$ cat src/rtl/rvPipePkg.sv
package rvPipePkg;

    localparam int btbEntries = 16;
    localparam int ghrBits = 4;
    localparam int btbIdxBits = $clog2(btbEntries);

    typedef logic [31:0] word_t;
    typedef logic [4:0] regAddr_t;
    typedef logic [ghrBits-1:0] phtIdx_t;
    typedef logic [btbIdxBits-1:0] btbIdx_t;

    localparam word_t pcStart = 32'h0000_0000;

    typedef enum logic [6:0] {
        opReg    = 7'b0110011,
        opImm    = 7'b0010011,
        opLoad   = 7'b0000011,
        opStore  = 7'b0100011,
        opBranch = 7'b1100011,
        opJal    = 7'b1101111,
        opJalr   = 7'b1100111,
        opLui    = 7'b0110111
    } opcode_t;

    typedef enum logic [2:0] {immI, immS, immB, immJ, immU} immSrc_t;
    typedef enum logic [2:0] {aluAdd, aluSub, aluAnd, aluOr, aluSlt} aluCtrl_t;
    typedef enum logic [1:0] {fwdNone, fwdWb, fwdMem} fwdSel_t;
    typedef enum logic [1:0] {resAlu, resMem, resPcPlus4, resImm} resultSrc_t;

    typedef struct packed {
        opcode_t    op;
        logic [2:0] funct3;
        logic       funct7b5;
        regAddr_t   rs1;
        regAddr_t   rs2;
    } decodeFields_t;

    typedef struct packed {
        logic    stallF;
        logic    stallD;
        logic    flushD;
        logic    flushE;
        fwdSel_t forwardA;
        fwdSel_t forwardB;
    } hazardCtrl_t;

    typedef struct packed {
        logic       aluSrcImm;
        aluCtrl_t   aluCtrl;
        immSrc_t    immSrc;
        logic       pcSrc;
        logic       isBranch;
        logic       isJump;
        logic       branchTaken; // Resolved direction, 1 for jumps.
        resultSrc_t resultSrcM;
        resultSrc_t resultSrcW;
        logic       regWriteW;
    } execCtrl_t;

    typedef struct packed {
        word_t addr;
        word_t wdata;
        logic  we;
    } memReq_t;

    typedef struct packed {
        logic     valid;
        regAddr_t rd;
        word_t    data;
    } retire_t;

endpackage
$ cat src/rtl/rvPipeCore.sv
`timescale 1ns/1ns

module rvPipeCore (
    input  logic                clk,
    input  logic                reset,
    output rvPipePkg::word_t    imemAddr_o,
    input  rvPipePkg::word_t    imemData_i,
    output rvPipePkg::memReq_t  dmemReq_o,
    input  rvPipePkg::word_t    dmemRdata_i,
    output rvPipePkg::retire_t  retire_o
);

    rvPipePkg::decodeFields_t decodeFields;
    rvPipePkg::hazardCtrl_t hazard;
    rvPipePkg::execCtrl_t execCtrl;
    rvPipePkg::regAddr_t rs1E, rs2E, rdE, rdM, rdW;
    logic zeroE;
    logic predTaken;

    pipeControl control (
        .clk(clk), .reset(reset),
        .decode_i(decodeFields),
        .rs1E_i(rs1E), .rs2E_i(rs2E), .rdE_i(rdE), .rdM_i(rdM), .rdW_i(rdW),
        .zeroE_i(zeroE), .predTakenD_i(predTaken),
        .hazard_o(hazard), .ctrl_o(execCtrl)
    );

    pipeDatapath datapath (
        .clk(clk), .reset(reset),
        .instrF_i(imemData_i), .pcF_o(imemAddr_o),
        .hazard_i(hazard), .ctrl_i(execCtrl), .decode_o(decodeFields),
        .rs1E_o(rs1E), .rs2E_o(rs2E), .rdE_o(rdE), .rdM_o(rdM), .rdW_o(rdW),
        .zeroE_o(zeroE),
        .dmemReq_o(dmemReq_o), .dmemRdata_i(dmemRdata_i),
        .retire_o(retire_o), .predTakenF_o(predTaken)
    );

endmodule

$ cat src/rtl/pipeControl.sv
`timescale 1ns/1ns

module pipeControl (
    input  logic                     clk,
    input  logic                     reset,
    input  rvPipePkg::decodeFields_t decode_i,
    input  rvPipePkg::regAddr_t      rs1E_i,
    input  rvPipePkg::regAddr_t      rs2E_i,
    input  rvPipePkg::regAddr_t      rdE_i,
    input  rvPipePkg::regAddr_t      rdM_i,
    input  rvPipePkg::regAddr_t      rdW_i,
    input  logic                     zeroE_i,
    input  logic                     predTakenD_i,
    output rvPipePkg::hazardCtrl_t   hazard_o,
    output rvPipePkg::execCtrl_t     ctrl_o
);

    typedef struct packed {
        logic                  regWrite;
        rvPipePkg::resultSrc_t resultSrc;
        rvPipePkg::aluCtrl_t   aluCtrl;
        logic                  aluSrcImm;
        logic                  isBranch;
        logic                  isJump;
        logic                  bne;
    } stageCtrl_t;

    stageCtrl_t ctrlD, ctrlE;
    rvPipePkg::immSrc_t immSrcD;
    rvPipePkg::aluCtrl_t aluF;
    rvPipePkg::resultSrc_t resultSrcM, resultSrcW;
    logic regWriteM, regWriteW, predD, predE, takenE, pcSrcE, loadUse;

    function automatic rvPipePkg::fwdSel_t fwdSel(rvPipePkg::regAddr_t rs,
            rvPipePkg::regAddr_t rdM, logic wrM, rvPipePkg::regAddr_t rdW, logic wrW);
        if (rs != '0 && rs == rdM && wrM) return rvPipePkg::fwdMem;
        if (rs != '0 && rs == rdW && wrW) return rvPipePkg::fwdWb;
        return rvPipePkg::fwdNone;
    endfunction

    always_comb begin
        case (decode_i.funct3)
            3'b000:  aluF = (decode_i.op == rvPipePkg::opReg && decode_i.funct7b5)
                          ? rvPipePkg::aluSub : rvPipePkg::aluAdd;
            3'b010:  aluF = rvPipePkg::aluSlt;
            3'b110:  aluF = rvPipePkg::aluOr;
            3'b111:  aluF = rvPipePkg::aluAnd;
            default: aluF = rvPipePkg::aluAdd;
        endcase
    end

    // Decoder. Anything unlisted stays all-zero, a no-op.
    always_comb begin
        ctrlD = '0;
        immSrcD = rvPipePkg::immI;
        case (decode_i.op)
            rvPipePkg::opReg: begin
                ctrlD.aluCtrl = aluF;
                ctrlD.regWrite = decode_i.funct3 inside {3'b000, 3'b010, 3'b110, 3'b111};
            end
            rvPipePkg::opImm: begin
                ctrlD.aluCtrl = aluF;
                ctrlD.aluSrcImm = 1'b1;
                ctrlD.regWrite = decode_i.funct3 inside {3'b000, 3'b110, 3'b111};
            end
            rvPipePkg::opLoad: begin
                ctrlD.aluSrcImm = 1'b1;
                ctrlD.resultSrc = rvPipePkg::resMem;
                ctrlD.regWrite = (decode_i.funct3 == 3'b010);
            end
            rvPipePkg::opStore: begin
                ctrlD.aluSrcImm = 1'b1;
                immSrcD = rvPipePkg::immS;
            end
            rvPipePkg::opBranch: begin
                immSrcD = rvPipePkg::immB;
                ctrlD.aluCtrl = rvPipePkg::aluSub;
                ctrlD.isBranch = (decode_i.funct3[2:1] == 2'b00);
                ctrlD.bne = decode_i.funct3[0];
            end
            rvPipePkg::opJal: begin
                immSrcD = rvPipePkg::immJ;
                ctrlD.isJump = 1'b1;
                ctrlD.regWrite = 1'b1;
                ctrlD.resultSrc = rvPipePkg::resPcPlus4;
            end
            rvPipePkg::opJalr: begin
                ctrlD.aluSrcImm = 1'b1;
                ctrlD.isJump = (decode_i.funct3 == 3'b000);
                ctrlD.regWrite = (decode_i.funct3 == 3'b000);
                ctrlD.resultSrc = rvPipePkg::resPcPlus4;
            end
            rvPipePkg::opLui: begin
                immSrcD = rvPipePkg::immU;
                ctrlD.regWrite = 1'b1;
                ctrlD.resultSrc = rvPipePkg::resImm;
            end
            default: ;
        endcase
    end

    always_ff @(posedge clk) begin
        if (reset || hazard_o.flushD) begin
            predD <= 1'b0;
        end else if (!hazard_o.stallD) begin
            predD <= predTakenD_i;
        end
        if (reset || hazard_o.flushE) begin
            ctrlE <= '0;
            predE <= 1'b0;
        end else begin
            ctrlE <= ctrlD;
            predE <= predD;
        end
        if (reset) begin
            regWriteM <= 1'b0;
            resultSrcM <= rvPipePkg::resAlu;
            regWriteW <= 1'b0;
            resultSrcW <= rvPipePkg::resAlu;
        end else begin
            regWriteM <= ctrlE.regWrite;
            resultSrcM <= ctrlE.resultSrc;
            regWriteW <= regWriteM;
            resultSrcW <= resultSrcM;
        end
    end

    // Redirect whenever the outcome disagrees with the fetch prediction.
    assign takenE = ctrlE.isJump || (ctrlE.isBranch && (zeroE_i ^ ctrlE.bne));
    assign pcSrcE = (ctrlE.isBranch || ctrlE.isJump) && (takenE != predE);

    assign loadUse = (ctrlE.resultSrc == rvPipePkg::resMem) && rdE_i != '0
                  && (rdE_i == decode_i.rs1 || rdE_i == decode_i.rs2);

    assign hazard_o.stallF = loadUse;
    assign hazard_o.stallD = loadUse;
    assign hazard_o.flushD = pcSrcE;
    assign hazard_o.flushE = pcSrcE || loadUse;
    assign hazard_o.forwardA = fwdSel(rs1E_i, rdM_i, regWriteM, rdW_i, regWriteW);
    assign hazard_o.forwardB = fwdSel(rs2E_i, rdM_i, regWriteM, rdW_i, regWriteW);

    assign ctrl_o.aluSrcImm = ctrlE.aluSrcImm;
    assign ctrl_o.aluCtrl = ctrlE.aluCtrl;
    assign ctrl_o.immSrc = immSrcD;
    assign ctrl_o.pcSrc = pcSrcE;
    assign ctrl_o.isBranch = ctrlE.isBranch;
    assign ctrl_o.isJump = ctrlE.isJump;
    assign ctrl_o.branchTaken = takenE;
    assign ctrl_o.resultSrcM = resultSrcM;
    assign ctrl_o.resultSrcW = resultSrcW;
    assign ctrl_o.regWriteW = regWriteW;

endmodule

$ cat src/rtl/pipeDatapath.sv
`timescale 1ns/1ns

module pipeDatapath (
    input  logic                     clk,
    input  logic                     reset,
    input  rvPipePkg::word_t         instrF_i,
    output rvPipePkg::word_t         pcF_o,
    input  rvPipePkg::hazardCtrl_t   hazard_i,
    input  rvPipePkg::execCtrl_t     ctrl_i,
    output rvPipePkg::decodeFields_t decode_o,
    output rvPipePkg::regAddr_t      rs1E_o,
    output rvPipePkg::regAddr_t      rs2E_o,
    output rvPipePkg::regAddr_t      rdE_o,
    output rvPipePkg::regAddr_t      rdM_o,
    output rvPipePkg::regAddr_t      rdW_o,
    output logic                     zeroE_o,
    output rvPipePkg::memReq_t       dmemReq_o,
    input  rvPipePkg::word_t         dmemRdata_i,
    output rvPipePkg::retire_t       retire_o,
    output logic                     predTakenF_o
);

    rvPipePkg::word_t pcPlus4F, pcNextF, predTargetF, redirectE;
    rvPipePkg::phtIdx_t phtIdxF, phtIdxD, phtIdxE;
    rvPipePkg::word_t instrD, pcD, pcPlus4D, immD, rd1D, rd2D;
    logic storeD, storeE, storeM, jalrE;
    rvPipePkg::word_t rd1E, rd2E, pcE, pcPlus4E, immE;
    rvPipePkg::word_t srcAE, srcBE, writeDataE, aluResultE, targetE;
    rvPipePkg::word_t aluResultM, writeDataM, immM, pcPlus4M, fwdDataM;
    rvPipePkg::word_t aluResultW, readDataW, immW, pcPlus4W, resultW;

    // Fetch.
    assign pcPlus4F = pcF_o + 32'd4;
    assign pcNextF = ctrl_i.pcSrc ? redirectE : (predTakenF_o ? predTargetF : pcPlus4F);

    always_ff @(posedge clk) begin
        if (reset) begin
            pcF_o <= rvPipePkg::pcStart;
        end else if (!hazard_i.stallF) begin
            pcF_o <= pcNextF;
        end
    end

    always_ff @(posedge clk) begin
        if (reset || hazard_i.flushD) begin
            instrD <= '0; // Opcode zero is a no-op.
        end else if (!hazard_i.stallD) begin
            instrD <= instrF_i;
        end
        if (!hazard_i.stallD) begin
            pcD <= pcF_o;
            pcPlus4D <= pcPlus4F;
            phtIdxD <= phtIdxF;
        end
    end

    // Decode.
    assign decode_o = '{op: rvPipePkg::opcode_t'(instrD[6:0]), funct3: instrD[14:12],
                        funct7b5: instrD[30], rs1: instrD[19:15], rs2: instrD[24:20]};
    assign storeD = (decode_o.op == rvPipePkg::opStore) && (decode_o.funct3 == 3'b010);

    always_comb begin
        case (ctrl_i.immSrc)
            rvPipePkg::immS: immD = {{20{instrD[31]}}, instrD[31:25], instrD[11:7]};
            rvPipePkg::immB: immD = {{20{instrD[31]}}, instrD[7], instrD[30:25],
                                     instrD[11:8], 1'b0};
            rvPipePkg::immJ: immD = {{12{instrD[31]}}, instrD[19:12], instrD[20],
                                     instrD[30:21], 1'b0};
            rvPipePkg::immU: immD = {instrD[31:12], 12'b0};
            default:         immD = {{20{instrD[31]}}, instrD[31:20]};
        endcase
    end

    regFile rf (
        .clk(clk), .reset(reset),
        .ra1_i(decode_o.rs1), .ra2_i(decode_o.rs2),
        .rd1_o(rd1D), .rd2_o(rd2D),
        .we_i(ctrl_i.regWriteW), .wa_i(rdW_o), .wd_i(resultW)
    );

    always_ff @(posedge clk) begin
        if (reset || hazard_i.flushE) begin
            rs1E_o <= '0;
            rs2E_o <= '0;
            rdE_o <= '0;
            storeE <= 1'b0;
        end else begin
            rs1E_o <= decode_o.rs1;
            rs2E_o <= decode_o.rs2;
            rdE_o <= instrD[11:7];
            storeE <= storeD;
        end
        rd1E <= rd1D;
        rd2E <= rd2D;
        pcE <= pcD;
        pcPlus4E <= pcPlus4D;
        immE <= immD;
        phtIdxE <= phtIdxD;
    end

    // Execute.
    always_comb begin
        srcAE = (hazard_i.forwardA == rvPipePkg::fwdMem) ? fwdDataM
              : (hazard_i.forwardA == rvPipePkg::fwdWb) ? resultW : rd1E;
        writeDataE = (hazard_i.forwardB == rvPipePkg::fwdMem) ? fwdDataM
                   : (hazard_i.forwardB == rvPipePkg::fwdWb) ? resultW : rd2E;
    end
    assign srcBE = ctrl_i.aluSrcImm ? immE : writeDataE;

    aluUnit alu (
        .a_i(srcAE), .b_i(srcBE), .ctrl_i(ctrl_i.aluCtrl),
        .result_o(aluResultE), .zero_o(zeroE_o)
    );

    // Only jalr is a jump that takes its operand from the immediate.
    assign jalrE = ctrl_i.isJump && ctrl_i.aluSrcImm;
    assign targetE = jalrE ? {aluResultE[31:1], 1'b0} : pcE + immE;
    assign redirectE = ctrl_i.branchTaken ? targetE : pcPlus4E;

    branchPredictor bp (
        .clk(clk), .reset(reset),
        .pcF_i(pcF_o), .opF_i(rvPipePkg::opcode_t'(instrF_i[6:0])),
        .target_o(predTargetF), .taken_o(predTakenF_o), .readIdx_o(phtIdxF),
        .updateIdx_i(phtIdxE), .updateEn_i(ctrl_i.isBranch),
        .updateTaken_i(ctrl_i.branchTaken),
        .btbWe_i(ctrl_i.isJump || (ctrl_i.isBranch && ctrl_i.branchTaken)),
        .btbIdx_i(pcE), .btbTarget_i(targetE)
    );

    // Memory.
    always_ff @(posedge clk) begin
        if (reset) begin
            storeM <= 1'b0;
        end else begin
            storeM <= storeE;
        end
        aluResultM <= aluResultE;
        writeDataM <= writeDataE;
        immM <= immE;
        pcPlus4M <= pcPlus4E;
        rdM_o <= rdE_o;
    end

    assign dmemReq_o = '{addr: aluResultM, wdata: writeDataM, we: storeM};

    always_comb begin
        case (ctrl_i.resultSrcM)
            rvPipePkg::resPcPlus4: fwdDataM = pcPlus4M;
            rvPipePkg::resImm:     fwdDataM = immM;
            default:               fwdDataM = aluResultM; // Loads stall instead.
        endcase
    end

    // Writeback.
    always_ff @(posedge clk) begin
        aluResultW <= aluResultM;
        readDataW <= dmemRdata_i;
        immW <= immM;
        pcPlus4W <= pcPlus4M;
        rdW_o <= rdM_o;
    end

    always_comb begin
        case (ctrl_i.resultSrcW)
            rvPipePkg::resMem:     resultW = readDataW;
            rvPipePkg::resPcPlus4: resultW = pcPlus4W;
            rvPipePkg::resImm:     resultW = immW;
            default:               resultW = aluResultW;
        endcase
    end

    assign retire_o = '{valid: ctrl_i.regWriteW && rdW_o != '0, rd: rdW_o, data: resultW};

endmodule

$ cat src/rtl/branchPredictor.sv
`timescale 1ns/1ns

module branchPredictor (
    input  logic                clk,
    input  logic                reset,
    input  rvPipePkg::word_t    pcF_i,
    input  rvPipePkg::opcode_t  opF_i,
    output rvPipePkg::word_t    target_o,
    output logic                taken_o,
    output rvPipePkg::phtIdx_t  readIdx_o,
    input  rvPipePkg::phtIdx_t  updateIdx_i,
    input  logic                updateEn_i,
    input  logic                updateTaken_i,
    input  logic                btbWe_i,
    input  rvPipePkg::word_t    btbIdx_i, // PC of the resolving instruction.
    input  rvPipePkg::word_t    btbTarget_i
);

    localparam int tagLsb = rvPipePkg::btbIdxBits + 2;

    logic [1:0] pht [2**rvPipePkg::ghrBits];
    rvPipePkg::phtIdx_t ghr;
    logic [rvPipePkg::btbEntries-1:0] btbValid;
    rvPipePkg::word_t btbTarget [rvPipePkg::btbEntries];
    logic [31:tagLsb] btbTag [rvPipePkg::btbEntries];
    rvPipePkg::btbIdx_t rdIdx;
    rvPipePkg::btbIdx_t wrIdx;
    logic hit;

    assign rdIdx = pcF_i[tagLsb-1:2];
    assign wrIdx = btbIdx_i[tagLsb-1:2];
    // Tag compare stops aliased entries from steering fetch.
    assign hit = btbValid[rdIdx] && (btbTag[rdIdx] == pcF_i[31:tagLsb]);
    assign readIdx_o = ghr ^ pcF_i[rvPipePkg::ghrBits+1:2];
    assign target_o = btbTarget[rdIdx];
    assign taken_o = hit && (opF_i == rvPipePkg::opJal
        || (opF_i == rvPipePkg::opBranch && pht[readIdx_o][1]));

    always_ff @(posedge clk) begin
        if (reset) begin
            ghr <= '0;
            btbValid <= '0;
            for (int i = 0; i < 2**rvPipePkg::ghrBits; i++) begin
                pht[i] <= 2'b01; // Weakly not-taken.
            end
        end else begin
            if (updateEn_i) begin
                ghr <= {ghr[rvPipePkg::ghrBits-2:0], updateTaken_i};
                if (updateTaken_i && pht[updateIdx_i] != 2'b11) begin
                    pht[updateIdx_i] <= pht[updateIdx_i] + 2'd1;
                end else if (!updateTaken_i && pht[updateIdx_i] != 2'b00) begin
                    pht[updateIdx_i] <= pht[updateIdx_i] - 2'd1;
                end
            end
            if (btbWe_i) begin
                btbValid[wrIdx] <= 1'b1;
            end
        end
    end

    always_ff @(posedge clk) begin
        if (btbWe_i) begin
            btbTarget[wrIdx] <= btbTarget_i;
            btbTag[wrIdx] <= btbIdx_i[31:tagLsb];
        end
    end

endmodule

$ cat src/rtl/regFile.sv
`timescale 1ns/1ns

module regFile (
    input  logic                clk,
    input  logic                reset,
    input  rvPipePkg::regAddr_t ra1_i,
    input  rvPipePkg::regAddr_t ra2_i,
    output rvPipePkg::word_t    rd1_o,
    output rvPipePkg::word_t    rd2_o,
    input  logic                we_i,
    input  rvPipePkg::regAddr_t wa_i,
    input  rvPipePkg::word_t    wd_i
);

    rvPipePkg::word_t regs [32];

    always_ff @(posedge clk) begin
        if (reset) begin
            for (int i = 0; i < 32; i++) begin
                regs[i] <= '0;
            end
        end else if (we_i && wa_i != '0) begin
            regs[wa_i] <= wd_i;
        end
    end

    // Write-through keeps writeback visible to decode in the same cycle.
    assign rd1_o = (ra1_i == '0) ? '0 : (we_i && wa_i == ra1_i) ? wd_i : regs[ra1_i];
    assign rd2_o = (ra2_i == '0) ? '0 : (we_i && wa_i == ra2_i) ? wd_i : regs[ra2_i];

endmodule

$ cat src/rtl/aluUnit.sv
`timescale 1ns/1ns

module aluUnit (
    input  rvPipePkg::word_t    a_i,
    input  rvPipePkg::word_t    b_i,
    input  rvPipePkg::aluCtrl_t ctrl_i,
    output rvPipePkg::word_t    result_o,
    output logic                zero_o
);

    always_comb begin
        case (ctrl_i)
            rvPipePkg::aluSub: result_o = a_i - b_i;
            rvPipePkg::aluAnd: result_o = a_i & b_i;
            rvPipePkg::aluOr:  result_o = a_i | b_i;
            rvPipePkg::aluSlt: result_o = {31'b0, $signed(a_i) < $signed(b_i)};
            default:           result_o = a_i + b_i;
        endcase
    end

    // Branch compare relies on subtract.
    assign zero_o = (result_o == '0);

endmodule

$ cat config.mk
export PLATFORM = sky130hd
export DESIGN_NAME = rvPipeCore
export DESIGN_NICKNAME = d
export VERILOG_FILES = /design/src/rtl/rvPipePkg.sv /design/src/rtl/rvPipeCore.sv /design/src/rtl/pipeControl.sv /design/src/rtl/pipeDatapath.sv /design/src/rtl/branchPredictor.sv /design/src/rtl/regFile.sv /design/src/rtl/aluUnit.sv
export SDC_FILE = /design/constraint.sdc
export NUM_CORES = 2
export LEC_CHECK = 0
export BUFFER_PORTS_ARGS = -buffer_cell sky130_fd_sc_hd__buf_4
export CAP_MARGIN = 20
export CORE_MARGIN = 2
export CORE_UTILIZATION = 50
export DETAILED_ROUTE_END_ITERATION = 7
export GPL_TIMING_DRIVEN = 0
export PLACE_DENSITY_LB_ADDON = 0.15
export SYNTH_ARGS = -nofsm -noshare
export SYNTH_HDL_FRONTEND = slang
export SYNTH_SLANG_ARGS = --single-unit
$ cat constraint.sdc
create_clock -name clk -period 16 [get_ports clk]
set_input_delay 1.6 -clock clk [delete_from_list [all_inputs] [get_ports clk]]
set_output_delay 1.6 -clock clk [all_outputs]
set_load 0.005 [all_outputs]
==> results.json <==
{
  "status": "finished with violations",
  "violations": "design-rule violations",
  "power_w": 0.01735,
  "cts_buffers": 294,
  "cp_max_fo": 10,
  "nets": 8748,
  "grt_pass1_wl_mm": 589.1,
  "cts.path.max_buffers": 4,
  "yosysSeqAreaShare_pct": 61.87,
  "maxCapViolations": 0,
  "yosys_most_used_dff": "edfxtp_1",
  "ys_seq_elements": 2611,
  "synth.distinct_cells": 102,
  "startpoint_type": "register",
  "cts_root_buf": "clkbuf_16",
  "hold_class": "reg2reg",
  "drive_gt1_share_pct": 24.09,
  "port_buffers": 200,
  "wl_mm": 430.2,
  "crit_family": "simple AND/OR/NAND/NOR gates",
  "p_per_area_nw_per_um2": 126.9,
  "drv_slew": 0,
  "rsz0062_at_grt": "false",
  "grt_usage_pct": 35.78,
  "nFillCells": 18210,
  "grt_max_degree": 33,
  "drcViolationCount": 1,
  "die_y_um": 489.1,
  "grt-ovfl-total": 0,
  "required_ps": 16620,
  "die_area_um2": 239200,
  "crit_buf_inv": 10,
  "h-tree-depth": 5,
  "synth.largest_area_cell": "edfxtp_1",
  "worst_slew_pin_slew_ps": 1462,
  "max_stage_delay_ps": 860,
  "finalCritPeriodShare_pct": 76.90,
  "start_util_pct": 50.16,
  "p_leak_nw": 47.67,
  "core_um2": 234500,
  "synth_most_common_cell": "edfxtp_1",
  "end_kind": "register",
  "cts_sinks": 2611,
  "setup_violations": 0,
  "ys_top_cells_by_count": "edfxtp_1, nor2_1, mux4_2, dfxtp_1, clkbuf_1",
  "async_flop_share_pct": 0,
  "holdBufCountCts": 0,
  "synth_edf_count": 2050,
  "cts_resized": 0,
  "netlist.area_leader.share_pct": 52.33,
  "wl_per_cell_um": 36.10,
  "antenna_found_initial": 30,
  "stdcell_count": 11920,
  "arrival_ps": 12920,
  "final_hold_viol_count": 0,
  "fin_hold_ws_ps": 335.8,
  "fin_area_um2": 136700,
  "drt_iter0_markers": 10630,
  "post_cts_buffers": 0,
  "ant_nets": 0,
  "regArea_um2": 72790,
  "dr.pass1.iters": 8,
  "top_level_ports": 201,
  "dp_hpwl_mm": 326.3,
  "grt_pass1_vias": 75260,
  "clock_latency_ps": 970,
  "fin_crit_ps": 12300,
  "syn-cell-area_um2": 117600,
  "maxSlewHeadroom_pct": 2.536,
  "num_rows": 178,
  "clk_pin_slew_ps": 60,
  "syn_avg_cell_area_um2": 15.20,
  "clock_skew_ps": 83.85,
  "multi_input_area_um2": 42320,
  "fmax_ghz": 0.08127,
  "ys.warnings.count": 0,
  "detailroute.via_count": 78170,
  "synthCells": 7739,
  "synthTopCellsByArea": "edfxtp_1, mux4_2, dfxtp_1",
  "syn_to_final_growth_pct": 16.20,
  "vdd_ir_drop_max_uv": 121.0,
  "slowest_stage": "nor4b_2",
  "die_x_um": 489.1,
  "gp_congestion": 1.005,
  "cts_tree": "built",
  "crit_type": "reg2reg",
  "viasPerCell": 6.558,
  "post_dp_cell_area_um2": 127100,
  "place_inst": 11370
}
## final cells by class
class / count / share of cell area, %
diodes: 11 / 0.02014
plain buffers: 627 / 1.774
clock buffers: 377 / 5.820
clock inverters: 126 / 0.8576
inverters: 187 / 0.5135
multi-input cells: 4345 / 30.96
flip-flops and latches: 2611 / 53.25
well taps: 3150 / 2.883
repair buffers: 485 / 3.927
## flip-flops by register name (all words and copies together) (netlist names), 32 cells and up, named ones only
name and cells:
datapath.rf.regs 1024, datapath.bp.btbTarget 512, datapath.bp.btbTag 416, datapath.aluResultM 32
datapath.aluResultW 32, datapath.bp.pht 32, datapath.immE 32, datapath.immM 32
datapath.immW 32, datapath.instrD 32, datapath.pcE 32, datapath.pcF_o 32
datapath.pcPlus4D 32, datapath.pcPlus4M 32, datapath.pcPlus4W 32, datapath.rd1E 32
datapath.rd2E 32, datapath.readDataW 32, datapath.writeDataM 32
## per-stage QoR
stage                     worst slack, ps  utilization (%)  setup TNS [ps]
after floorplan                      2902                -               0
after global placement             -11130            52.54        -4799720
after detailed placement             3957            54.20               0
after CTS                            3862            58.09               0
after global routing                 3623            58.28               0
final                                3696            58.29               0
## report_power, final
group	switching, W	internal (W)	leakage, nW
Combinational	0.00209	0.000989	18.3
Clock	0.00275	0.00381	4.46
Sequential	0.000178	0.00752	24.9
Total	0.00502	0.0123	47.7
## routing by layer
metal | wire, µm | GRT usage, % | part of all wire [%] | vias up
met4 | 27710 | 18.57 | 6.4 | 18
met2 | 193500 | 54.43 | 45 | 5092
met1 | 161800 | 48.08 | 38 | 40580
li1 | - | - | - | 31510
met3 | 47050 | 8.681 | 11 | 968
met5 | 109 | 0 | 0.025 | -
## layout by cell type, fill, tap and decap left out, drive strengths merged, types with 15 or more instances in the layout
| master | synthesis | final |
|---|---|---|
| o221ai | 22 | 22 |
| clkbuf | 486 | 868 |
| a41o | 17 | 17 |
| and3 | 25 | 25 |
| nor2b | 114 | 114 |
| mux4 | 949 | 949 |
| o211ai | 19 | 19 |
| xor2 | 49 | 49 |
| a21o | 43 | 43 |
| o31ai | 21 | 21 |
| nand3b | 16 | 16 |
| nand2b | 56 | 56 |
| a221oi | 20 | 20 |
| a21oi | 164 | 164 |
| o21ai | 169 | 169 |
| nand4 | 44 | 44 |
| nor3 | 46 | 46 |
| ha | 128 | 128 |
| a211oi | 165 | 165 |
| buf | 141 | 621 |
| mux2 | 85 | 85 |
| edfxtp | 2050 | 2050 |
| conb | 1 | 32 |
| nand3 | 67 | 67 |
| o21a | 15 | 15 |
| nand2 | 300 | 300 |
| bufinv | 0 | 19 |
| nor2 | 1183 | 1183 |
| clkinv | 1 | 86 |
| o22ai | 20 | 20 |
| dfxtp | 561 | 561 |
| nor4 | 39 | 39 |
| mux2i | 228 | 228 |
| inv | 186 | 200 |
| xnor2 | 88 | 88 |
| a211o | 17 | 17 |
| and2 | 21 | 21 |
## kinds of logic (layout without fill, tap and decap cells)
kind of cell | count (synthesis) | count (layout) | share of synthesized area, %
buffers and inverters | 814 | 1802 | 2.649
and+or+nand+nor | 1972 | 1972 | 7.361
muxes | 1262 | 1262 | 20.92
AOI/OAI and AO/OA | 811 | 811 | 4.736
other | 1 | 43 | 0.003188
DFF | 2611 | 2611 | 61.87
xor gates and xnor gates | 137 | 137 | 1.042
adders and majority gates | 131 | 131 | 1.412
## path summary, 6_finish.rpt
check | startpoint | to | slack (ps) | depth (start not counted)
worst max-delay path | control.resultSrcW[0] | datapath.bp.btbTarget[4][24] | 3700 | 32
worst min-delay path | datapath.pcD[29] | datapath.pcE[29] | 340 | 0
worst max register to register | control.resultSrcW[0] | datapath.bp.btbTarget[4][24] | 3700 | 32
worst min register to register | datapath.pcD[29] | datapath.pcE[29] | 340 | 0
(Power assumes the default switching activity.)
